==> config.mk <==
export PLATFORM = sky130hd
export DESIGN_NAME = ram_arbiter
export DESIGN_NICKNAME = d
export VERILOG_FILES = /design/src/verilog/mem_types_pkg.sv /design/src/verilog/ram_arbiter.sv
export VERILOG_INCLUDE_DIRS = /design/src /design/src/verilog
export SDC_FILE = /design/constraint.sdc
export NUM_CORES = 1
export LEC_CHECK = 0
export ABC_AREA = 1
export BUFFER_PORTS_ARGS = -buffer_cell sky130_fd_sc_hd__clkbuf_2
export CAP_MARGIN = 20
export CORE_AREA = 3 3 93 95
export CTS_BUF_LIST = sky130_fd_sc_hd__clkbuf_4
export DETAILED_ROUTE_END_ITERATION = 8
export DIE_AREA = 0 0 96 98
export MAX_ROUTING_LAYER = met4
export SYNTH_ARGS = -nofsm -noshare
export SYNTH_HDL_FRONTEND = slang
export SYNTH_SLANG_ARGS = --single-unit
==> constraint.sdc <==
create_clock -name clk -period 2 [get_ports clk]
set_input_delay 0.4 -clock clk [delete_from_list [all_inputs] [get_ports clk]]
set_output_delay 0.4 -clock clk [all_outputs]
set_load 0.05 [all_outputs]
==> src/verilog/core_region_params.svh <==
`ifndef CORE_REGION_PARAMS_SVH
`define CORE_REGION_PARAMS_SVH

// word index width of the unified RAM
`define RAM_ADDR_WIDTH 10

// address bits 31:24 that select the local RAM
`define LOCAL_TAG 8'h00

`endif

==> src/verilog/mem_types_pkg.sv <==
`default_nettype none

`include "core_region_params.svh"

package mem_types_pkg;

  typedef logic [31:0] word_t;

  // one bit per byte lane
  typedef logic [3:0] be_t;

  typedef logic [31:0] addr_t;

  typedef logic [`RAM_ADDR_WIDTH-1:0] ram_idx_t;

endpackage

`default_nettype wire

==> src/verilog/ram_arbiter.sv <==
`timescale 1ns/1ps
`default_nettype none

module ram_arbiter
(
  input  wire logic                    clk,
  input  wire logic                    rst_n,

  input  wire logic                    p0_req_i,
  input  wire mem_types_pkg::ram_idx_t p0_addr_i,
  input  wire logic                    p0_we_i,
  input  wire mem_types_pkg::be_t      p0_be_i,
  input  wire mem_types_pkg::word_t    p0_wdata_i,
  output logic                         p0_gnt_o,
  output logic                         p0_rvalid_o,
  output mem_types_pkg::word_t         p0_rdata_o,

  input  wire logic                    p1_req_i,
  input  wire mem_types_pkg::ram_idx_t p1_addr_i,
  input  wire logic                    p1_we_i,
  input  wire mem_types_pkg::be_t      p1_be_i,
  input  wire mem_types_pkg::word_t    p1_wdata_i,
  output logic                         p1_gnt_o,
  output logic                         p1_rvalid_o,
  output mem_types_pkg::word_t         p1_rdata_o,

  output logic                         ram_en_o,
  output mem_types_pkg::ram_idx_t      ram_addr_o,
  output logic                         ram_we_o,
  output mem_types_pkg::be_t           ram_be_o,
  output mem_types_pkg::word_t         ram_wdata_o,
  input  wire mem_types_pkg::word_t    ram_rdata_i
);

  logic [1:0] granted_q;

  // port 0 always wins
  assign p0_gnt_o = p0_req_i;
  assign p1_gnt_o = p1_req_i & ~p0_req_i;

  assign ram_en_o    = p0_req_i | p1_req_i;
  assign ram_addr_o  = p0_req_i ? p0_addr_i  : p1_addr_i;
  assign ram_we_o    = p0_req_i ? p0_we_i    : p1_we_i;
  assign ram_be_o    = p0_req_i ? p0_be_i    : p1_be_i;
  assign ram_wdata_o = p0_req_i ? p0_wdata_i : p1_wdata_i;

  always_ff @(posedge clk, negedge rst_n)
  begin
    if (!rst_n)
    begin
      granted_q <= 2'b00;
    end
    else
    begin
      granted_q <= {p1_gnt_o, p0_gnt_o};
    end
  end

  // response one cycle after the grant
  assign p0_rvalid_o = granted_q[0];
  assign p1_rvalid_o = granted_q[1];

  assign p0_rdata_o = granted_q[0] ? ram_rdata_i : '0;
  assign p1_rdata_o = granted_q[1] ? ram_rdata_i : '0;

endmodule

`default_nettype wire

==> flow_metrics.env <==
export IMPL_status="finished, final reports clean"
export IMPL_max_freq_mhz=593
export IMPL_endpoint_kind="primary output"
export IMPL_final_util_pct=35.6
export IMPL_synth_avg_cell_area_um2=4.01
export IMPL_multi_input_area_um2=777
export IMPL_startpoint="granted_q[0]"
export IMPL_area_growth_pct=137
export IMPL_grt_pass1_wl_um=9230
export IMPL_die_w_um=96
export IMPL_max_flop_register="granted_q"
export IMPL_layout_nets=661
export IMPL_syn_num_nets=422
export IMPL_drtIter0Drc=30
export IMPL_tightest_slew_ns=0.352
export IMPL_grt_ovfl_total=0
export IMPL_min_period_ns=1.69
export IMPL_seq_area_um2=50.0
export IMPL_p_leak_nw=2.28
export IMPL_max_slew_margin_rel_pct=76.5
export IMPL_die_y_um=98
export IMPL_io_pins=246
export IMPL_ctsResizeCount=0
export IMPL_hold_class="in2reg"
export IMPL_cts_root_buf="clkbuf_4"
export IMPL_port_buffers=245
export IMPL_syn_instance_count=292
export IMPL_whs_ns=0.472
export IMPL_num_rows=32
export IMPL_crit_fanout=33
export IMPL_yosysSeqAreaShare_pct=4.27
export IMPL_grt_pass1_vias=2121
export IMPL_min_period_over_period_pct=84.3
export IMPL_layout_common_cells="clkbuf_2, nand2_1, inv_1"
export IMPL_grt_max_degree=49
export IMPL_cts_tree="built"
export IMPL_finalSetupTns_ns=0
export IMPL_globalplace_congestion=0.719
export IMPL_firstDrtPassIters=4
export IMPL_fp_dieArea_um2=9410
export IMPL_cts_buffers=3
export IMPL_core_um2=7810
export IMPL_antenna_cells=0
export IMPL_ys_top_cells_by_area="nand2_1, inv_1, dfrtp_1"
export IMPL_cts_sinks=2
export IMPL_startpoint_type="register"
export IMPL_endpoint="p0_rdata_o[12]"
export IMPL_track_usage_pct=12.2
export IMPL_crit_required_ns=1.60
export IMPL_yosys_warnings=0
export IMPL_netlist_area_leader_share_pct=66.0
export IMPL_start_util_pct=15.0
export IMPL_hold_violations=0
export IMPL_crit_type="reg2out"
export IMPL_setup_viol=0
export IMPL_slew_violations=0
export IMPL_hpwl_um=5650
export IMPL_via_count=2370
export IMPL_power_total_mw=1.18
export IMPL_final_cells=631
export IMPL_largest_reg_flops=2
export IMPL_p_per_area_nw_per_um2=424
export IMPL_top_regs="granted_q x2"
export IMPL_num_fill_cells=869
export IMPL_drc=0
export IMPL_antenna_left=0
export IMPL_max_vdd_ir_drop_mv=0.182
export IMPL_final_layout_size_suffix_gt1_share_pct=48.0
export IMPL_antenna_found_initial=0
export IMPL_clockBufferDepth=2
export IMPL_whs_path_depth=2
export IMPL_rsz0062_at_grt="false"
export IMPL_clkTransAtPathRegs_ns=0.03
export IMPL_ys_types=8
export IMPL_synth_top_area_cell="nand2_1"
export IMPL_cts_htree_levels=1
export IMPL_drt_total_wl_um=6150
export IMPL_drv_cap=0
export IMPL_via_per_inst=3.76
export IMPL_crit_arrival_ns=1.29
export IMPL_wl_per_cell_um=9.75
export IMPL_synth_seq_cells=2
export IMPL_mostFrequentLayoutCell="clkbuf_2"
export IMPL_syn_area_um2=1170
export IMPL_place_inst=627
[stage by stage]
stage / area (um2) / setup WS (ns)
final: 2780 / 0.314
after global placement: 2750 / 0.394
after floorplan: 1170 / 0.301
after CTS: 2780 / 0.281
after global routing: 2780 / 0.197
after detailed placement: 2750 / 0.369
[where the power goes]
part | switching [mW] | internal [mW]
sequential | 0.000476 | 0.0428
clock | 0.0219 | 0.0661
combinational | 0.724 | 0.323
[layout make-up]
| cell class | count | area share, % |
|---|---|---|
| flip-flops and latches | 2 | 1.80 |
| multi-input cells | 207 | 27.9 |
| clock buffers | 3 | 0.810 |
| repair buffers | 251 | 56.0 |
| inverters | 66 | 8.91 |
| well taps | 102 | 4.59 |
[logic make-up (layout without fill, tap and decap cells)]
kind of cell / after synthesis / after routing / synth area share [%]
buf+inv: 83 / 320 / 29.5
simple gates: 207 / 207 / 66.3
flops: 2 / 2 / 4.27
[worst min path at each step]
| stage | startpoint | end | slack, ns |
|---|---|---|---|
| after global placement | rst_n | granted_q[0] | 0.19 |
| after global routing | p0_req_i | granted_q[1] | 0.47 |
| after detailed placement | rst_n | granted_q[1] | 0.19 |
| final | p0_req_i | granted_q[1] | 0.47 |
| after CTS | p0_req_i | granted_q[1] | 0.47 |
| after floorplan | rst_n | granted_q[0] | 0.10 |
[synthesized netlist by cell type]
library cell / instances
nor2_1: 1
dfrtp_1: 2
nand2_1: 206
inv_2: 1
buf_4: 6
inv_1: 65
clkbuf_1: 2
buf_2: 9
[timing repair]
action | 4_1_cts | 5_1_grt
endpoints found under the hold margin | 2 | 0
hold buffers | 1 | 0
buffers inserted | 0 | 0
[layer usage]
metal | vias up | share of wire [%] | global-route usage [%]
li1 | 1270 | - | -
met1 | 956 | 37 | 12.4
met2 | 142 | 52 | 23.8
met3 | 2 | 11 | 2.23
met4 | 0 | 0.44 | 1.97
met5 | - | 0 | -
[critical path: stages (launching register included)]
cell and delay (ns):
dfrtp_1 0.31, buf_4 0.30, nand2_1 0.10, inv_1 0.07
clkbuf_2 0.27
(Power assumes the default switching activity.)
