File: src/verilog/core_region_params.svh
`ifndef CORE_REGION_PARAMS_SVH
`define CORE_REGION_PARAMS_SVH

// word index width of the unified RAM
`define RAM_ADDR_WIDTH 10

// address bits 31:24 that select the local RAM
`define LOCAL_TAG 8'h00

`endif

File: src/verilog/mem_types_pkg.sv
`default_nettype none

`include "core_region_params.svh"

package mem_types_pkg;

  typedef logic [31:0] word_t;

  // one bit per byte lane
  typedef logic [3:0] be_t;

  typedef logic [31:0] addr_t;

  typedef logic [`RAM_ADDR_WIDTH-1:0] ram_idx_t;

endpackage

`default_nettype wire

File: src/verilog/lsu_route_pkg.sv
`default_nettype none

package lsu_route_pkg;

  // where the next LSU response comes from
  typedef enum logic
  {
    SRC_RAM = 1'b0,
    SRC_EXT = 1'b1
  } resp_src_e;

endpackage

`default_nettype wire

File: src/verilog/lsu_demux.sv
`timescale 1ns/1ps
`default_nettype none

`include "core_region_params.svh"

module lsu_demux
(
  input  wire logic                 clk,
  input  wire logic                 rst_n,

  input  wire logic                 lsu_req_i,
  input  wire mem_types_pkg::addr_t lsu_addr_i,
  input  wire logic                 lsu_we_i,
  input  wire mem_types_pkg::be_t   lsu_be_i,
  input  wire mem_types_pkg::word_t lsu_wdata_i,
  output logic                      lsu_gnt_o,
  output logic                      lsu_rvalid_o,
  output mem_types_pkg::word_t      lsu_rdata_o,

  output mem_types_pkg::addr_t      req_addr_o,
  output logic                      req_we_o,
  output mem_types_pkg::be_t        req_be_o,
  output mem_types_pkg::word_t      req_wdata_o,

  output logic                      loc_req_o,
  input  wire logic                 loc_gnt_i,
  input  wire logic                 loc_rvalid_i,
  input  wire mem_types_pkg::word_t loc_rdata_i,

  output logic                      ext_req_o,
  input  wire logic                 ext_gnt_i,
  input  wire logic                 ext_rvalid_i,
  input  wire mem_types_pkg::word_t ext_rdata_i
);

  logic                     is_local;
  lsu_route_pkg::resp_src_e src_q;

  assign is_local = (lsu_addr_i[31:24] == `LOCAL_TAG);

  assign loc_req_o = lsu_req_i &  is_local;
  assign ext_req_o = lsu_req_i & ~is_local;

  // shared request fields, fanned out to both targets
  assign req_addr_o  = lsu_addr_i;
  assign req_we_o    = lsu_we_i;
  assign req_be_o    = lsu_be_i;
  assign req_wdata_o = lsu_wdata_i;

  assign lsu_gnt_o = is_local ? (loc_req_o & loc_gnt_i) : (ext_req_o & ext_gnt_i);

  // remember the target of the accepted request
  always_ff @(posedge clk, negedge rst_n)
  begin
    if (!rst_n)
    begin
      src_q <= lsu_route_pkg::SRC_RAM;
    end
    else if (lsu_gnt_o)
    begin
      src_q <= is_local ? lsu_route_pkg::SRC_RAM : lsu_route_pkg::SRC_EXT;
    end
  end

  always_comb
  begin
    case (src_q)
      lsu_route_pkg::SRC_EXT:
      begin
        lsu_rvalid_o = ext_rvalid_i;
        lsu_rdata_o  = ext_rdata_i;
      end
      default:
      begin
        lsu_rvalid_o = loc_rvalid_i;
        lsu_rdata_o  = loc_rdata_i;
      end
    endcase
  end

endmodule

`default_nettype wire

File: config.mk
export PLATFORM = sky130hd
export DESIGN_NAME = lsu_demux
export DESIGN_NICKNAME = d
export VERILOG_FILES = /design/src/verilog/mem_types_pkg.sv /design/src/verilog/lsu_route_pkg.sv /design/src/verilog/lsu_demux.sv
export VERILOG_INCLUDE_DIRS = /design/src /design/src/verilog
export SDC_FILE = /design/constraint.sdc
export NUM_CORES = 1
export LEC_CHECK = 0
export BUFFER_PORTS_ARGS = -buffer_cell sky130_fd_sc_hd__buf_2
export CAP_MARGIN = 10
export CORE_AREA = 2 2 95 97
export CTS_CLUSTER_DIAMETER = 80
export DETAILED_ROUTE_END_ITERATION = 12
export DIE_AREA = 0 0 97 99
export GPL_TIMING_DRIVEN = 0
export MAX_ROUTING_LAYER = met4
export SETUP_SLACK_MARGIN = 0.5
export SYNTH_ARGS = -nofsm -noshare
export SYNTH_HDL_FRONTEND = slang
export SYNTH_SLANG_ARGS = --single-unit
File: constraint.sdc
create_clock -name clk -period 1.8 [get_ports clk]
set_clock_uncertainty 0.05 [all_clocks]
set_input_delay 0.36 -clock clk [delete_from_list [all_inputs] [get_ports clk]]
set_output_delay 0.36 -clock clk [all_outputs]
set_load 0.005 [all_outputs]
==> impl_metrics.yaml, run 1 <==
outcome:
  status: "complete, but fails checks"
  violations: "setup timing"
global_routing:
  overflow: 0
  grt_pass1_wl_um: 6851
  grt-busiest-layer: "met2"
  grt_max_degree: 8
  met2_usage_pct: 15.65
  grt_pass1_vias: 1342
  antenna_found_initial: 0
  met3_usage_pct: 3.050
  met1_usage_pct: 10.04
  grt_util_all_layers_pct: 8.725
floorplanning:
  start_util_pct: 11.84
  coreArea_um2: 8551
  row_count: 34
  dieArea_um2: 9603
  fp.dieW_um: 97
  io-pin-count: 245
  die_h_um: 99
timing:
  setup_viol: 2
  hold_viol_final: 0
  finalCritPeriodShare_pct: 102.2
  worst_pin_slew_ns: 0.1025
  timing.hold.ws_ns: 0.08538
  tns_ns: -0.04852
  rsz0062_at_grt: "yes"
  fmax_mhz: 543.7
  layout_setup_ws_ns: -0.03935
  slew_violations: 0
  period_minus_slack_ns: 1.839
  relSlewSlack_pct: 92.97
layout:
  fillCellCount: 912
  mostFrequentLayoutCell: "buf_2"
  top_register: "src_q"
  layout_common_cells: "buf_2, buf_4, buf_6"
  largest_reg_flops: 1
  final_cells: 416
  drive_gt1_share_pct: 97.08
  utilization_pct: 30.30
  reg.largest.list: "src_q: 1 flops"
  synthToLayoutAreaGrowth_pct: 156.0
  nNetsFinal: 450
  num_antenna_cells: 0
route:
  wirelength_um: 4747
  drtPass1Iterations: 4
  initialDrtViolationCount: 7
  detail_route.wl_per_cell_um: 11.41
  vias: 1391
  ant_nets: 0
  drc_errors: 0
  via_per_inst: 3.344
pwr:
  p_leak_nw: 1.591
  peakVddDrop_mv: 0.08421
  p_per_area_nw_per_um2: 192.0
yosys:
  synth_area_um2: 1012
  syn_avg_cell_area_um2: 8.578
  synth.largest_area_cell: "buf_4"
  synth_area_leaders: "buf_4, mux2_2, dfrtp_1"
  syn-num-nets: 258
  yosysUniqueCellTypes: 11
  synth-seq-cells: 1
  synth_cells: 118
  ys_seq_area_share_pct: 2.472
  ys_warn_count: 0
  synth_top_cell_area_share_pct: 51.17
critical_path:
  crit_fanout: 3
  r2r_setup_slack_ns: 0.54
  start_kind: "primary input"
  cp-end-kind: "primary output"
  worst_ep_required_time_ns: 1.39
  reg2reg_depth: 6
  worstSetupPathType: "primary input to primary output"
  r2r-start: "src_q$_DFFE_PN0P_"
  r2r_end: "src_q$_DFFE_PN0P_"
  crit_arrival_ns: 1.43
clock_network:
  worstSkewPairLatency_ns: 0
  clk_pin_slew_ns: 0
placed_design:
  place_congestion: 0.7950
  placed_cells: 409
  portBuffers: 183
  dp_slack_ns: -0.08542
  hpwl_um: 4097
job:
  max_cap_viol_count: 0
worst_hold_path:
  worstHoldPathType: "primary input to asynchronous set/reset pin"
-- power by group --
group,leakage [nW],internal (mW),switching [mW]
clock network,0,0,0
logic,1.58,0.341,0.134
registers,0.00877,0.0230,0.0000934
-- critical path, stage by stage --
cell	delay (ns)
buf_6	0.09
or4_4	0.53
nor2_4	0.14
mux2i_1	0.17
buf_2	0.13
-- kinds of logic (layout without fill, tap and decap cells) --
logic type | Yosys count | after routing | share of synthesized area, %
flip-flops | 1 | 1 | 2.472
AND/OR/NAND/NOR | 8 | 8 | 5.687
AO/OA/AOI/OAI | 2 | 2 | 0.9889
multiplexers | 34 | 34 | 37.70
buffers and inverters | 73 | 263 | 53.15
-- stage by stage --
step                cell area [um^2]  power, mW
CTS                             2585     0.5013
global placement                2201     0.4281
finish                          2591     0.4975
global route                    2591     0.5352
floorplan                       1150     0.2213
detailed placement              2201     0.4330
-- metal layers --
layer	wire length, um	vias to the layer above
met5	0	-
met4	0	0
met3	507	0
met2	2578	81
met1	1661	607
li1	-	703
-- synth_stat cells, drive strengths merged --
cell / number
a21oi: 2
and2: 1
buf: 73
dfrtp: 1
mux2: 33
mux2i: 1
nand2: 3
nor2: 1
nor2b: 1
or4: 2
-- worst max path at each step --
stage	from	end	slack [ns]
2_1_floorplan	lsu_addr_i[29]	lsu_gnt_o	0.15
3_3_place_gp	lsu_addr_i[29]	lsu_gnt_o	-0.07
3_5_place_dp	lsu_addr_i[29]	lsu_gnt_o	-0.09
4_1_cts	lsu_addr_i[26]	lsu_gnt_o	-0.06
5_1_grt	lsu_addr_i[30]	lsu_gnt_o	-0.11
6_report	lsu_addr_i[30]	lsu_gnt_o	-0.04
-- area by class of cell --
cell class	instances	area, um^2	area share [%]
tap	108	135.1	5.215
sequential	1	25.02	0.9657
buffer	73	598.1	23.08
multi-input combinational	44	573.1	22.11
timing repair buffer	190	1260	48.62
-- timing repair --
item	4_1_cts	5_1_grt
hold buffers	0	0
buffers inserted	4	0
pin swaps	2	3
gates resized for setup	48	1
cloned	3	0
endpoints found under the setup margin	37	37
No activity file was read; power rests on OpenSTA's default activity.
==> inputs of run 2 (changes only) <==
--- a/config.mk
+++ b/config.mk
@@ -6,6 +6,7 @@
 export SDC_FILE = /design/constraint.sdc
 export NUM_CORES = 1
 export LEC_CHECK = 0
+export ABC_AREA = 1
 export BUFFER_PORTS_ARGS = -buffer_cell sky130_fd_sc_hd__buf_2
 export CAP_MARGIN = 10
 export CORE_AREA = 2 2 95 97
==> run 2 against run 1 <==
  * The run now ends clean
  * Total power fell by 8.8%
  * Register-to-register slack improved by 0.20 ns
  * Flip-flop and latch count did not move
  * Final cell count rose by 0.96%
  * Global-route usage fell by 1.7 points
  * Setup slack improved by 0.35 ns
  * Synthesized cell count rose by 3.4%
  * Utilization fell by 2.5 points
  * Largest power group unchanged
==> impl_metrics.yaml, run 2 <==
yosys:
  syn-num-nets: 262
  yosysUniqueCellTypes: 11
  synth_cells: 122
  synth_edf_count: 0
  synth_area_leaders: "buf_4, mux2_4, buf_12"
  ys_warn_count: 0
  synth_top_cell_area_share_pct: 44.90
  ys_top_cells_by_count: "buf_4, mux2_4, nand2_1, nor2_1, mux2_2"
  synth_ff_type: "dfrtp_1"
  ys_seq_area_share_pct: 2.169
  synth_area_um2: 1154
  synthArstFlopShare_pct: 100.0
  syn_avg_cell_area_um2: 9.456
  post-synth-top-count-cell: "buf_4"
  synth-seq-cells: 1
  synth.largest_area_cell: "buf_4"
timing:
  setup_viol: 0
  fmax_mhz: 673.4
  worst_pin_slew_ns: 0.1238
  tns_ns: 0
  finalCritPeriodShare_pct: 82.50
  rsz0062_at_grt: "yes"
  slew_violations: 0
  hold_viol_final: 0
  period_minus_slack_ns: 1.485
  relSlewSlack_pct: 91.70
layout:
  top_register: "src_q"
  layout_common_cells: "buf_2, buf_4, mux2_4"
  drive_gt1_share_pct: 98.08
  synthToLayoutAreaGrowth_pct: 106.3
  reg.largest.list: "src_q: 1 flops"
  mostFrequentLayoutCell: "buf_2"
  fin_area_um2: 2380
  largest_reg_flops: 1
  nNetsFinal: 454
  fillCellCount: 931
  num_antenna_cells: 0
  utilization_pct: 27.83
global_routing:
  grt_pass1_vias: 1308
  grt_max_degree: 11
  grt_util_all_layers_pct: 7.034
  antenna_found_initial: 0
  grt_pass1_wl_um: 5761
  overflow: 0
floorplanning:
  dieArea_um2: 9603
  coreArea_um2: 8551
  io-pin-count: 245
  die_h_um: 99
  start_util_pct: 13.49
  fp.dieW_um: 97
  row_count: 34
placed_design:
  hpwl_um: 3761
  place_congestion: 0.6942
  post_dp_cell_area_um2: 2205
  portBuffers: 183
clock_network:
  worstSkewPairLatency_ns: 0
  clk_pin_slew_ns: 0
critical_path:
  worstSetupPathType: "flop to primary output"
  crit_fanout: 10
  critical_path.top_delay_family: "buffers and inverters"
  cp-end-kind: "primary output"
  path_cells: "buf_6 > buf_12 > mux2_4 > buf_2"
  crit_arrival_ns: 1.07
  max_stage_delay_ns: 0.35
  worst_ep_required_time_ns: 1.39
  critPathBufInv: 3
  start_kind: "flop"
  critPathSlowestCell: "dfrtp_1"
route:
  drc_errors: 0
  ant_nets: 0
  drtPass1Iterations: 2
  detail_route.wl_per_cell_um: 9.736
  via_per_inst: 3.493
  initialDrtViolationCount: 9
  wirelength_um: 4089
  vias: 1467
outcome:
  status: "completed"
pwr:
  p_per_area_nw_per_um2: 190.7
  peakVddDrop_mv: 0.07041
  p_leak_nw: 1.509
  p_total_mw: 0.4539
job:
  max_cap_viol_count: 0
worst_hold_path:
  worstHoldPathType: "primary input to asynchronous set/reset pin"
-- run 2: changes by cell type after synthesis, moves of 2 or more --
cell | before | now
a21oi_1 | 2 | 0
buf_12 | 0 | 3
buf_2 | 4 | 0
mux2_2 | 33 | 4
mux2_4 | 0 | 29
nand2_1 | 3 | 6
nor2_1 | 0 | 6
or4_4 | 2 | 0
-- run 2: layer usage --
layer  wire [um]  GRT usage (%)
met5           0              -
met4           0              0
met3         533          1.631
met2        2331          14.90
met1        1224          6.769
-- run 2: layout make-up --
class                   count  area [um^2]  area share, %
repair buffers            190         1036          43.53
well taps                 108        135.1          5.678
flip-flops and latches      1        25.02          1.052
inverters                   1        3.754         0.1577
plain buffers              73        589.3          24.76
multi-input cells          47        590.6          24.82
-- run 2: final timing paths --
| path | startpoint | endpoint | slack, ns | cells after the start |
|---|---|---|---|---|
| hold / removal | rst_n | src_q$_DFFE_PN0P_ | 0.09 | 1 |
| setup reg to reg | src_q$_DFFE_PN0P_ | src_q$_DFFE_PN0P_ | 0.74 | 5 |
| min in group clk | loc_gnt_i | src_q$_DFFE_PN0P_ | 0.65 | 4 |
| hold reg to reg | src_q$_DFFE_PN0P_ | src_q$_DFFE_PN0P_ | 0.83 | 5 |
| setup / recovery | src_q$_DFFE_PN0P_ | lsu_rdata_o[10] | 0.32 | 4 |
| max in group asynchronous | rst_n | src_q$_DFFE_PN0P_ | 1.53 | 1 |
-- run 2: cell families (layout without fill, tap and decap cells) --
logic type,count (synthesis),count (layout),synth area share [%]
AND/OR/NAND/NOR,14,14,4.771
flip-flops,1,1,2.169
multiplexers,33,33,41.65
buffers and inverters,74,264,51.41
-- run 2: through the flow --
stage | hold WS (ns) | worst slack (ns) | cells
6_report | 0.08517 | 0.3150 | 420
2_1_floorplan | 0.01441 | 0.4632 | 122
5_1_grt | 0.09181 | 0.2734 | 420
3_3_place_gp | 0.08577 | 0.2194 | 413
4_1_cts | 0.08617 | 0.3001 | 419
3_5_place_dp | 0.08585 | 0.2140 | 413
-- run 2: timing repair --
action,in CTS,in global routing
resized for setup,14,14
setup buffers,6,1
setup endpoints to repair,36,37
hold buffers,0,0
pin swaps,10,9
-- run 2: worst reg2reg max path, stage by stage (launching register included) --
cell     delay, ns
dfrtp_1       0.35
buf_6         0.15
buf_12        0.15
buf_4         0.13
nand2_1       0.07
nand2_2       0.05
-- run 2: where the power goes --
group          leakage, nW  switching, mW  total, mW  internal, mW
sequential         0.00877      0.0000350     0.0230        0.0230
clock                    0              0          0             0
combinational         1.50          0.125      0.431         0.306
